`src/common/decode_pkg.sv`:
```
package decode_pkg;

    // Exception vector is {ipe, ine, break, syscall, adef, int}
    localparam int EXCP_W = 6;

    // Privileged ops fault at this level
    localparam logic [1:0] PLV_USER = 2'd3;

    // Link register for bl
    localparam logic [4:0] REG_RA = 5'd1;

    typedef enum logic [4:0] {
        NOP = 5'd0,
        ADD, SUB, SLT, AND, OR, XOR,
        ADDI, SLTI, ANDI, ORI,
        LD_W, ST_W,
        B, BL,
        CSRRD, CSRWR, ERTN,
        BREAK, SYSCALL
    } aluop_e;

    typedef enum logic [2:0] {
        NONE = 3'd0,
        ARITH, LOGIC, MEM, BRANCH, CSR
    } alusel_e;

    typedef struct packed {
        logic        valid;
        logic [31:0] pc;
        logic [31:0] instr;
        logic        adef;
    } instr_info_t;

    // All zeros when the format does not match, so results merge by OR
    typedef struct packed {
        logic            hit;
        aluop_e          aluop;
        alusel_e         alusel;
        logic [1:0]      reg_read_valid;
        logic [1:0][4:0] reg_read_addr;
        logic            reg_write_valid;
        logic [4:0]      reg_write_addr;
        logic [31:0]     imm;
        logic            use_imm;
        logic            is_break;
        logic            is_syscall;
    } sub_decode_t;

endpackage
```
`src/common/dispatch_if.sv`:
```
`timescale 1ns/1ps

interface dispatch_if;
    import decode_pkg::*;

    logic              valid;
    logic [31:0]       pc;
    logic [31:0]       instr;
    aluop_e            aluop;
    alusel_e           alusel;
    logic [1:0]        reg_read_valid;
    // Index 0 is the first read port
    logic [1:0][4:0]   reg_read_addr;
    logic              reg_write_valid;
    logic [4:0]        reg_write_addr;
    logic [31:0]       imm;
    logic              use_imm;
    logic              refetch;
    logic              excp;
    logic [EXCP_W-1:0] excp_num;

    modport id_mp (
        output valid, pc, instr, aluop, alusel, reg_read_valid, reg_read_addr,
               reg_write_valid, reg_write_addr, imm, use_imm, refetch, excp, excp_num
    );

    modport disp_mp (
        input valid, pc, instr, aluop, alusel, reg_read_valid, reg_read_addr,
              reg_write_valid, reg_write_addr, imm, use_imm, refetch, excp, excp_num
    );

endinterface

```
`src/verilog/decode_stage.sv`:
```
`timescale 1ns/1ps

module decode_stage (
    input  logic                          clk,
    input  logic                          rst_n_i,
    input  logic                          stall_i,
    input  logic                          flush_i,
    input  logic                          instr_valid_i,
    input  logic [31:0]                   pc_i,
    input  logic [31:0]                   instr_i,
    input  logic                          adef_i,
    input  logic                          has_int_i,
    input  logic [1:0]                    csr_plv_i,
    output logic                          disp_valid_o,
    output logic [31:0]                   disp_pc_o,
    output logic [31:0]                   disp_instr_o,
    output decode_pkg::aluop_e            disp_aluop_o,
    output decode_pkg::alusel_e           disp_alusel_o,
    output logic [1:0]                    disp_reg_read_valid_o,
    output logic [1:0][4:0]               disp_reg_read_addr_o,
    output logic                          disp_reg_write_valid_o,
    output logic [4:0]                    disp_reg_write_addr_o,
    output logic [31:0]                   disp_imm_o,
    output logic                          disp_use_imm_o,
    output logic                          disp_refetch_o,
    output logic                          disp_excp_o,
    output logic [decode_pkg::EXCP_W-1:0] disp_excp_num_o
);
    import decode_pkg::*;

    instr_info_t instr_info;

    dispatch_if disp_if ();

    instr_latch u_instr_latch (
        .clk           (clk),
        .rst_n_i       (rst_n_i),
        .stall_i       (stall_i),
        .flush_i       (flush_i),
        .instr_valid_i (instr_valid_i),
        .pc_i          (pc_i),
        .instr_i       (instr_i),
        .adef_i        (adef_i),
        .instr_info_o  (instr_info)
    );

    id u_id (
        .instr_info_i (instr_info),
        .has_int_i    (has_int_i),
        .csr_plv_i    (csr_plv_i),
        .disp         (disp_if.id_mp)
    );

    dispatch_reg u_dispatch_reg (
        .clk                    (clk),
        .rst_n_i                (rst_n_i),
        .stall_i                (stall_i),
        .flush_i                (flush_i),
        .disp                   (disp_if.disp_mp),
        .disp_valid_o           (disp_valid_o),
        .disp_pc_o              (disp_pc_o),
        .disp_instr_o           (disp_instr_o),
        .disp_aluop_o           (disp_aluop_o),
        .disp_alusel_o          (disp_alusel_o),
        .disp_reg_read_valid_o  (disp_reg_read_valid_o),
        .disp_reg_read_addr_o   (disp_reg_read_addr_o),
        .disp_reg_write_valid_o (disp_reg_write_valid_o),
        .disp_reg_write_addr_o  (disp_reg_write_addr_o),
        .disp_imm_o             (disp_imm_o),
        .disp_use_imm_o         (disp_use_imm_o),
        .disp_refetch_o         (disp_refetch_o),
        .disp_excp_o            (disp_excp_o),
        .disp_excp_num_o        (disp_excp_num_o)
    );

endmodule

```
`src/verilog/dispatch_reg.sv`:
```
`timescale 1ns/1ps

module dispatch_reg (
    input  logic                              clk,
    input  logic                              rst_n_i,
    input  logic                              stall_i,
    input  logic                              flush_i,
    dispatch_if.disp_mp                       disp,
    output logic                              disp_valid_o,
    output logic [31:0]                       disp_pc_o,
    output logic [31:0]                       disp_instr_o,
    output decode_pkg::aluop_e                disp_aluop_o,
    output decode_pkg::alusel_e               disp_alusel_o,
    output logic [1:0]                        disp_reg_read_valid_o,
    output logic [1:0][4:0]                   disp_reg_read_addr_o,
    output logic                              disp_reg_write_valid_o,
    output logic [4:0]                        disp_reg_write_addr_o,
    output logic [31:0]                       disp_imm_o,
    output logic                              disp_use_imm_o,
    output logic                              disp_refetch_o,
    output logic                              disp_excp_o,
    output logic [decode_pkg::EXCP_W-1:0]     disp_excp_num_o
);

    always_ff @(posedge clk or negedge rst_n_i) begin
        if (!rst_n_i) begin
            disp_valid_o <= 1'b0;
            disp_excp_o  <= 1'b0;
        end else if (flush_i) begin
            disp_valid_o <= 1'b0;
            disp_excp_o  <= 1'b0;
        end else if (!stall_i) begin
            disp_valid_o <= disp.valid;
            disp_excp_o  <= disp.excp;
        end
    end

    always_ff @(posedge clk) begin
        if (!stall_i) begin
            disp_pc_o              <= disp.pc;
            disp_instr_o           <= disp.instr;
            disp_aluop_o           <= disp.aluop;
            disp_alusel_o          <= disp.alusel;
            disp_reg_read_valid_o  <= disp.reg_read_valid;
            disp_reg_read_addr_o   <= disp.reg_read_addr;
            disp_reg_write_valid_o <= disp.reg_write_valid;
            disp_reg_write_addr_o  <= disp.reg_write_addr;
            disp_imm_o             <= disp.imm;
            disp_use_imm_o         <= disp.use_imm;
            disp_refetch_o         <= disp.refetch;
            disp_excp_num_o        <= disp.excp_num;
        end
    end

    // Exceptions are only raised for valid slots upstream
    a_excp_valid: assert property (@(posedge clk) disable iff (!rst_n_i)
        disp_excp_o |-> disp_valid_o);

    a_flush_clears: assert property (@(posedge clk) disable iff (!rst_n_i)
        flush_i |=> !disp_valid_o);

endmodule

```
`src/verilog/instr_latch.sv`:
```
`timescale 1ns/1ps

module instr_latch (
    input  logic                    clk,
    input  logic                    rst_n_i,
    input  logic                    stall_i,
    input  logic                    flush_i,
    input  logic                    instr_valid_i,
    input  logic [31:0]             pc_i,
    input  logic [31:0]             instr_i,
    input  logic                    adef_i,
    output decode_pkg::instr_info_t instr_info_o
);

    logic        valid_q;
    logic [31:0] pc_q;
    logic [31:0] instr_q;
    logic        adef_q;

    always_ff @(posedge clk or negedge rst_n_i) begin
        if (!rst_n_i) begin
            valid_q <= 1'b0;
        end else if (flush_i) begin
            valid_q <= 1'b0;
        end else if (!stall_i) begin
            valid_q <= instr_valid_i;
        end
    end

    always_ff @(posedge clk) begin
        if (!stall_i) begin
            pc_q    <= pc_i;
            instr_q <= instr_i;
            adef_q  <= adef_i;
        end
    end

    assign instr_info_o = '{valid_q, pc_q, instr_q, adef_q};

    // Slot must not move while dispatch is stalled
    a_hold_on_stall: assert property (@(posedge clk) disable iff (!rst_n_i)
        (stall_i && !flush_i) |=> $stable(instr_info_o));

endmodule

```
`src/decoder/id.sv`:
```
`timescale 1ns/1ps

module id (
    input  decode_pkg::instr_info_t instr_info_i,
    input  logic                    has_int_i,
    input  logic [1:0]              csr_plv_i,
    dispatch_if.id_mp               disp
);
    import decode_pkg::*;

    sub_decode_t       res_3r;
    sub_decode_t       res_2ri12;
    sub_decode_t       res_i26;
    sub_decode_t       res_priv;
    sub_decode_t       merged;
    logic              kernel_op;
    logic              excp_ipe;
    logic              excp_ine;
    logic [EXCP_W-1:0] excp_num;

    decoder_3r u_decoder_3r (
        .instr_info_i (instr_info_i),
        .result_o     (res_3r)
    );

    decoder_2ri12 u_decoder_2ri12 (
        .instr_info_i (instr_info_i),
        .result_o     (res_2ri12)
    );

    decoder_i26 u_decoder_i26 (
        .instr_info_i (instr_info_i),
        .result_o     (res_i26)
    );

    decoder_priv u_decoder_priv (
        .instr_info_i (instr_info_i),
        .result_o     (res_priv)
    );

    // At most one sub-decoder hits
    assign merged = sub_decode_t'(res_3r | res_2ri12 | res_i26 | res_priv);

    assign kernel_op = merged.aluop inside {CSRRD, CSRWR, ERTN};
    assign excp_ipe  = instr_info_i.valid && kernel_op && (csr_plv_i == PLV_USER);
    assign excp_ine  = instr_info_i.valid && !merged.hit;

    assign excp_num = {excp_ipe, excp_ine, merged.is_break, merged.is_syscall,
                       instr_info_i.valid & instr_info_i.adef,
                       instr_info_i.valid & has_int_i};

    assign disp.valid           = instr_info_i.valid;
    assign disp.pc              = instr_info_i.pc;
    assign disp.instr           = instr_info_i.instr;
    assign disp.aluop           = merged.aluop;
    assign disp.alusel          = merged.alusel;
    assign disp.reg_read_valid  = merged.reg_read_valid;
    assign disp.reg_read_addr   = merged.reg_read_addr;
    assign disp.reg_write_valid = merged.reg_write_valid;
    assign disp.reg_write_addr  = merged.reg_write_addr;
    assign disp.imm             = merged.imm;
    assign disp.use_imm         = merged.use_imm;
    // ertn changes privilege state, later fetches must restart
    assign disp.refetch         = (merged.aluop == ERTN);
    assign disp.excp            = |excp_num;
    assign disp.excp_num        = excp_num;

endmodule

```
`src/decoder/decoder_priv.sv`:
```
`timescale 1ns/1ps

module decoder_priv (
    input  decode_pkg::instr_info_t instr_info_i,
    output decode_pkg::sub_decode_t result_o
);
    import decode_pkg::*;

    logic [31:0] instr;
    logic        is_csr;
    aluop_e      op;

    assign instr  = instr_info_i.instr;
    assign is_csr = (instr[31:24] == 8'h04);

    // rj selects the csr flavour
    always_comb begin
        op = NOP;
        if (instr == 32'h0648_3800) begin
            op = ERTN;
        end else if (is_csr && instr[9:5] == 5'd0) begin
            op = CSRRD;
        end else if (is_csr && instr[9:5] == 5'd1) begin
            op = CSRWR;
        end
    end

    always_comb begin
        result_o = '0;
        if (instr_info_i.valid && op != NOP) begin
            result_o.hit    = 1'b1;
            result_o.aluop  = op;
            result_o.alusel = CSR;
            if (op != ERTN) begin
                result_o.imm             = {18'b0, instr[23:10]};
                result_o.reg_write_valid = 1'b1;
                result_o.reg_write_addr  = instr[4:0];
            end
            if (op == CSRWR) begin
                result_o.reg_read_valid[0] = 1'b1;
                result_o.reg_read_addr[0]  = instr[4:0];
            end
        end
    end

endmodule

```
`src/decoder/decoder_i26.sv`:
```
`timescale 1ns/1ps

module decoder_i26 (
    input  decode_pkg::instr_info_t instr_info_i,
    output decode_pkg::sub_decode_t result_o
);
    import decode_pkg::*;

    logic [31:0] instr;
    aluop_e      op;

    assign instr = instr_info_i.instr;

    always_comb begin
        case (instr[31:26])
            6'h14:   op = B;
            6'h15:   op = BL;
            default: op = NOP;
        endcase
    end

    always_comb begin
        result_o = '0;
        if (instr_info_i.valid && op != NOP) begin
            result_o.hit    = 1'b1;
            result_o.aluop  = op;
            result_o.alusel = BRANCH;
            // offs26 is split, high part sits in [9:0]
            result_o.imm    = {{4{instr[9]}}, instr[9:0], instr[25:10], 2'b00};
            if (op == BL) begin
                result_o.reg_write_valid = 1'b1;
                result_o.reg_write_addr  = REG_RA;
            end
        end
    end

endmodule

```
`src/decoder/decoder_2ri12.sv`:
```
`timescale 1ns/1ps

module decoder_2ri12 (
    input  decode_pkg::instr_info_t instr_info_i,
    output decode_pkg::sub_decode_t result_o
);
    import decode_pkg::*;

    logic [31:0] instr;
    aluop_e      op;

    assign instr = instr_info_i.instr;

    always_comb begin
        case (instr[31:22])
            10'h008: op = SLTI;
            10'h00a: op = ADDI;
            10'h00d: op = ANDI;
            10'h00e: op = ORI;
            10'h0a2: op = LD_W;
            10'h0a6: op = ST_W;
            default: op = NOP;
        endcase
    end

    always_comb begin
        result_o = '0;
        if (instr_info_i.valid && op != NOP) begin
            result_o.hit               = 1'b1;
            result_o.aluop             = op;
            result_o.use_imm           = 1'b1;
            result_o.reg_read_valid[0] = 1'b1;
            result_o.reg_read_addr[0]  = instr[9:5];
            // Logic ops zero-extend
            if (op == ANDI || op == ORI) begin
                result_o.alusel = LOGIC;
                result_o.imm    = {20'b0, instr[21:10]};
            end else begin
                result_o.alusel = (op == LD_W || op == ST_W) ? MEM : ARITH;
                result_o.imm    = {{20{instr[21]}}, instr[21:10]};
            end
            // Store data comes from rd
            if (op == ST_W) begin
                result_o.reg_read_valid[1] = 1'b1;
                result_o.reg_read_addr[1]  = instr[4:0];
            end else begin
                result_o.reg_write_valid = 1'b1;
                result_o.reg_write_addr  = instr[4:0];
            end
        end
    end

endmodule

```
`src/decoder/decoder_3r.sv`:
```
`timescale 1ns/1ps

module decoder_3r (
    input  decode_pkg::instr_info_t instr_info_i,
    output decode_pkg::sub_decode_t result_o
);
    import decode_pkg::*;

    logic [31:0] instr;
    aluop_e      op;

    assign instr = instr_info_i.instr;

    always_comb begin
        case (instr[31:15])
            17'h00020: op = ADD;
            17'h00022: op = SUB;
            17'h00024: op = SLT;
            17'h00029: op = AND;
            17'h0002a: op = OR;
            17'h0002b: op = XOR;
            17'h00054: op = BREAK;
            17'h00056: op = SYSCALL;
            default:   op = NOP;
        endcase
    end

    always_comb begin
        result_o = '0;
        if (instr_info_i.valid && op != NOP) begin
            result_o.hit        = 1'b1;
            result_o.aluop      = op;
            result_o.is_break   = (op == BREAK);
            result_o.is_syscall = (op == SYSCALL);
            // break and syscall touch no registers
            if (op != BREAK && op != SYSCALL) begin
                result_o.alusel           = (op inside {AND, OR, XOR}) ? LOGIC : ARITH;
                result_o.reg_read_valid   = 2'b11;
                result_o.reg_read_addr[0] = instr[9:5];
                result_o.reg_read_addr[1] = instr[14:10];
                result_o.reg_write_valid  = 1'b1;
                result_o.reg_write_addr   = instr[4:0];
            end
        end
    end

endmodule

```
`config.mk`:
```
export PLATFORM = sky130hd
export DESIGN_NAME = decode_stage
export DESIGN_NICKNAME = d
export VERILOG_FILES = /design/src/common/decode_pkg.sv /design/src/common/dispatch_if.sv /design/src/verilog/decode_stage.sv /design/src/verilog/dispatch_reg.sv /design/src/verilog/instr_latch.sv /design/src/decoder/id.sv /design/src/decoder/decoder_priv.sv /design/src/decoder/decoder_i26.sv /design/src/decoder/decoder_2ri12.sv /design/src/decoder/decoder_3r.sv
export SDC_FILE = /design/constraint.sdc
export NUM_CORES = 1
export LEC_CHECK = 0
export BUFFER_PORTS_ARGS = -buffer_cell sky130_fd_sc_hd__buf_2
export CORE_UTILIZATION = 47
export CTS_BUF_LIST = sky130_fd_sc_hd__clkbuf_8
export DETAILED_ROUTE_END_ITERATION = 16
export GPL_TIMING_DRIVEN = 0
export PLACE_DENSITY = 0.71
export SLEW_MARGIN = 20
export SYNTH_ARGS = -nofsm -noshare
export SYNTH_HDL_FRONTEND = slang
export SYNTH_HIERARCHICAL = 1
export SYNTH_SLANG_ARGS = --single-unit
```
`constraint.sdc`:
```
create_clock -name clk -period 4.2 [get_ports clk]
set_input_delay 1.05 -clock clk [delete_from_list [all_inputs] [get_ports clk]]
set_output_delay 1.05 -clock clk [all_outputs]
set_load 0.01 [all_outputs]
```
### Yosys cells after proc, flatten, opt, wreduce, memory -nomap -nowiden

Index checks and enable logic that the tools add are counted.

| word-level totals | value |
|---|---|
| latch bits | 0 |
| register bits | 198 |
| word-level logic and storage cells | 115 |
| memory bits (writable) | 0 |
| memories kept | 0 |
| bits in read-only memories | 0 |
| input bits | 73 |

| operators by class | value |
|---|---|
| muxes and demuxes | 32 |
| bitwise logic cells | 5 |
| eq/ne operators | 38 |
| order comparisons | 0 |
| shift operators | 0 |
| divide/modulo/power cells | 0 |
| add/sub/neg operators | 0 |
| reduce and logical (&&, ||, !) cells | 21 |
| multipliers | 0 |

Operators with widths:

| cell | number |
|---|---|
| bitwise OR 62 bit | 3 |
| == test 17 x 6 -> 1 bit (second input constant) | 6 |
| 2-to-1 mux 38 bit | 2 |
| 2-to-1 mux 60 bit | 1 |
| 2-to-1 mux 43 bit | 1 |
| == test 10 x 4 -> 1 bit (second input constant) | 4 |
| case mux 5 bit (8 select lines) | 1 |
| == test 17 x 7 -> 1 bit (second input constant) | 2 |
| == test 32 x 27 -> 1 bit (second input constant) | 1 |
| 2-to-1 mux 32 bit | 1 |
| == test 5 x 4 -> 1 bit (second input constant) | 6 |
| 2-to-1 mux 27 bit | 1 |
| == test 5 bit (second input constant) | 5 |
| 2-to-1 mux 5 bit | 5 |
| case mux 4 bit (6 select lines) | 1 |
| == test 10 x 8 -> 1 bit (second input constant) | 2 |
| 2-to-1 mux 20 bit | 1 |
| nonzero test 5 bit | 4 |
| 2-to-1 mux 9 bit | 2 |
| == test 5 x 3 -> 1 bit (second input constant) | 3 |
| inequality test 5 bit (second input constant) | 3 |
| == test 6 x 5 -> 1 bit (second input constant) | 2 |
| 2-to-1 mux 6 bit | 2 |
| logical AND 1 bit | 10 |
| other kinds (13) | 27 |

### Logic depth before layout (Yosys ltp)

| depth | value |
|---|---|
| depth after elaboration | 17 |
| depth in mapped cells | 11 |
| gate-level depth less buffers | 10 |

### By module

The synthesis kept the hierarchy.

Modules (own cells, without submodules):

| module | cells each | instances | area an instance (µm²) | seq. area each (µm²) |
|---|---|---|---|---|
| dispatch_reg | 137 | 1 | 3985.1 | 3953.8 |
| instr_latch | 71 | 1 | 2009.4 | 1976.9 |
| id | 144 | 1 | 1058.5 | 0.0 |
| decoder_2ri12 | 89 | 1 | 644.4 | 0.0 |
| decoder_3r | 88 | 1 | 639.4 | 0.0 |
| decoder_priv | 81 | 1 | 581.8 | 0.0 |
| decoder_i26 | 72 | 1 | 504.2 | 0.0 |

### Worst setup path after synthesis

No wires, ideal clock.

| path | value |
|---|---|
| path type | in2reg |
| from | input stall_i |
| to | register u_dispatch_reg.disp_aluop_o[0], enable pin |
| required time | 3.718 ns |
| setup time | 0.482 ns |
| stages on the path | 1 |
| data arrival time | 3.560 ns |
| path slack | 0.158 ns |
| cells stage by stage | inv_1 |

RTL lines:

| what | RTL line | text |
|---|---|---|
| start, declared | decode_stage.sv:6 | `input logic stall_i,` |
| end signal, assigned | dispatch_reg.sv:42 | `disp_aluop_o <= disp.aluop;` |
| end, declared | dispatch_reg.sv:12 | `output decode_pkg::aluop_e disp_aluop_o,` |

No word-level cell between the ends.

==> results.toml <==
[run_status]
run_status = "completed"

[sta]
fin_setup_tns_ns = 0
fmax_ghz = 0.3352
max_slew_margin_pct = 45.80
period_needed_ns = 2.983
finalHoldViolCount = 0
rsz0062_at_grt = "false"
hold_slack_ns = 0.3460
fin_crit_sh_pct = 71.03
final-setup-viol-count = 0
clock_skew_ns = 0.01797
maxSlewViolCount = 0
worst_pin_slew_ns = 0.8104

[synthesis]
yosysTopAreaCell = "edfxtp_1"
synth_warnings = 6
synthArstFlopShare_pct = 1.515
synth_flop_cell = "edfxtp_1"
synth.top_cell.area_share_pct = 62.14
seq_area_frac_synth_pct = 62.94
ys_seq_elements = 198
netlist_area_um2 = 9423
ys_types = 61
syn_inst = 682
synth.area.top_cells = "edfxtp_1 62%, buf_4 15%, or4_1 4.5%, and3_1 3.5%, and2_1 2.1%"
synth-edff-count = 195
syn_area_per_cell_um2 = 13.82

[global_route]
antenna_found_initial = 0
track_usage_pct = 18.79
first_global_vias = 5340
grt_first_pass_wirelength_mm = 28.39
grt_max_degree = 68
gr-total-overflow = 0

[route]
drtIter0Drc = 322
route.detailed.drc = 0
wl_per_cell_um = 14.50
routed_wl_mm = 18.45
ant_nets = 0
vias_per_cell = 4.485
via_count = 5705
drtPass1Iterations = 4

[job]
maxCapViolCount = 0

[clocking]
ctsHoldBuffers = 0
cts_setup_buffers = 0
clkTransAtPathRegs_ns = 0.11
cts_tree = "built"
numCtsBuffers = 17
cts_buffer_depth = 2
cts-root-buf = "clkbuf_8"
clk-insertion-delay-late_ns = 0.48
cts_sinks = 198
cts_resized = 0
htree_levels = 4

[power_and_ir_drop]
p_sw_mw = 1.085
powerDensity_nw_per_um2 = 358.8
swShare_pct = 26.01
pwr-share-seq_pct = 57.7
pwr-share-comb_pct = 10.3
leakagePower_nw = 5.314
intPower_mw = 3.087
fin_total_pwr_mw = 4.172
ir_worst_vdd_v = 0.0002215
clock_power_share_pct = 32.0

[setup_path]
crit_chain = "nor4_4 -> and2_4 -> clkbuf_1 -> nand2_1 -> nor3_4 -> buf_4 -> or4_1"
critical_path_peak_fanout = 20
worst-setup-path-type = "reg -> reg"
cp-end-kind = "flip-flop"
critPathRequiredTime_ns = 4.55
startpoint_type = "flip-flop"
critPathMaxStageDelay_ns = 0.65
cp_slowest_cell = "nor3_4"
worstPathArrival_ns = 3.33

[placement]
place_hpwl_mm = 13.06
place.gp.congestion = 0.8592
io_buffers = 204

[layout]
nFillCells = 1615
fin_util_pct = 59.55
drive_gt1_share_pct = 47.96
syn2layout_area_growth_pct = 23.40
nNetsFinal = 1067
diodes = 0

[floorplanning]
fp.dieH_um = 143.6
die_w_um = 143.6
initial_core_util_pct = 48.26
die-area_um2 = 20620
rows = 51
pin_count = 205
core_area_um2 = 19530

[hold_path]
min_path_type = "in -> async"
-- logic make-up (layout without fill, tap and decap cells) --
logic type / count (synthesis) / in the layout / share of synthesized area [%]
AND/OR/NAND/NOR: 240 / 240 / 17.71
flip-flops: 198 / 198 / 62.94
multiplexers: 5 / 5 / 0.5312
XOR/XNOR: 1 / 1 / 0.09297
AO/OA/AOI/OAI: 20 / 20 / 1.646
other: 4 / 91 / 0.1593
buffers and inverters: 214 / 452 / 16.92
-- flip-flops by register name, indices dropped and copies added (netlist names), 6 cells and up --
| register | cells |
|---|---|
| u_instr_latch/instr_q | 32 |
| u_dispatch_reg/disp_excp_num_o | 6 |
| u_instr_latch/pc_q | 32 |
| u_dispatch_reg/disp_instr_o | 32 |
| u_dispatch_reg/disp_reg_read_addr_o | 10 |
| u_dispatch_reg/disp_pc_o | 32 |
| u_dispatch_reg/disp_imm_o | 32 |
-- stage by stage --
| step | cells | worst slack, ns | instance area [um2] |
|---|---|---|---|
| detailed placement | 1240 | 1.291 | 11170 |
| CTS | 1272 | 1.238 | 11630 |
| finish | 1272 | 1.217 | 11630 |
| global placement | 1238 | -1.160 | 11100 |
| global route | 1272 | 1.055 | 11630 |
| floorplan | 769 | 0.1575 | 9749 |
-- power groups by stage --
stage	clock, mW	sequential, mW	combinational [mW]
5_1_grt	1.44	2.43	0.472
3_3_place_gp	0	2.46	0.417
4_1_cts	1.37	2.41	0.433
3_5_place_dp	0	2.46	0.432
2_1_floorplan	0	2.48	0.228
6_report	1.33	2.41	0.431
-- routing by layer --
layer	up-vias	wire (um)	part of all wire, %	track usage [%]
li1	2867	-	-	-
met1	2684	7940	43	23.25
met4	0	210	1.1	6.103
met3	13	949	5.1	4.732
met2	141	9348	51	32.12
met5	-	0	0	0
-- worst paths after layout --
check | startpoint | cells past startpoint | slack (ns) | to
min | rst_n_i | 1 | 0.35 | u_instr_latch/valid_q
max reg2reg | u_instr_latch/instr_q[26] | 7 | 1.22 | u_dispatch_reg/disp_imm_o[27]
max | u_instr_latch/instr_q[26] | 7 | 1.22 | u_dispatch_reg/disp_imm_o[27]
max in group asynchronous | rst_n_i | 1 | 3.75 | u_dispatch_reg/disp_excp_o
min reg2reg | u_instr_latch/pc_q[19] | 1 | 0.52 | u_dispatch_reg/disp_pc_o[19]
min in group clk | u_instr_latch/pc_q[19] | 1 | 0.52 | u_dispatch_reg/disp_pc_o[19]
-- area by class of cell --
class                      count  area, um2  area share (%)
clock buffer                  17      234.0           2.012
tap                          265      331.6           2.852
inverter                       7      36.28          0.3121
clock inverter                15      220.2           1.894
timing repair buffer         206       1076           9.254
multi-input combinational    357       2231           19.19
buffer                       207       1568           13.48
sequential                   198       5931           51.01
-- placed cells by master (no fill, tap or decap), types with 12 or more instances in the layout --
| cell | count |
|---|---|
| buf_2 | 205 |
| clkbuf_8 | 17 |
| and2_2 | 15 |
| nor2_1 | 15 |
| and2_1 | 31 |
| conb_1 | 91 |
| buf_4 | 194 |
| edfxtp_1 | 195 |
| or4_1 | 57 |
| nor4_1 | 12 |
| and3_1 | 53 |
-- worst max-delay path, delay by kind of cell, from the launching register on --
family,cells,cell delay [ns]
AND/OR/NAND/NOR,5,1.69
buffers and inverters,2,0.62
flip-flops,1,0.55
-- Yosys cell counts, types with 2 or more instances --
library cell / n
edfxtp_1: 195
buf_6: 8
and3_2: 2
nor2b_1: 4
nor4b_1: 2
nand4_1: 2
o21a_1: 2
clkbuf_1: 3
nor3_4: 2
or3_1: 3
nand2_1: 7
or4_1: 57
inv_1: 7
conb_1: 4
and2_1: 31
nand2b_1: 2
nor2_1: 15
nor3_1: 5
nor4_1: 12
dfrtp_1: 3
nand3_1: 4
mux2i_1: 5
nand2_2: 3
nor4_4: 2
a21oi_1: 7
and2_2: 15
buf_4: 194
and3_1: 53
(Power assumes the default switching activity.)
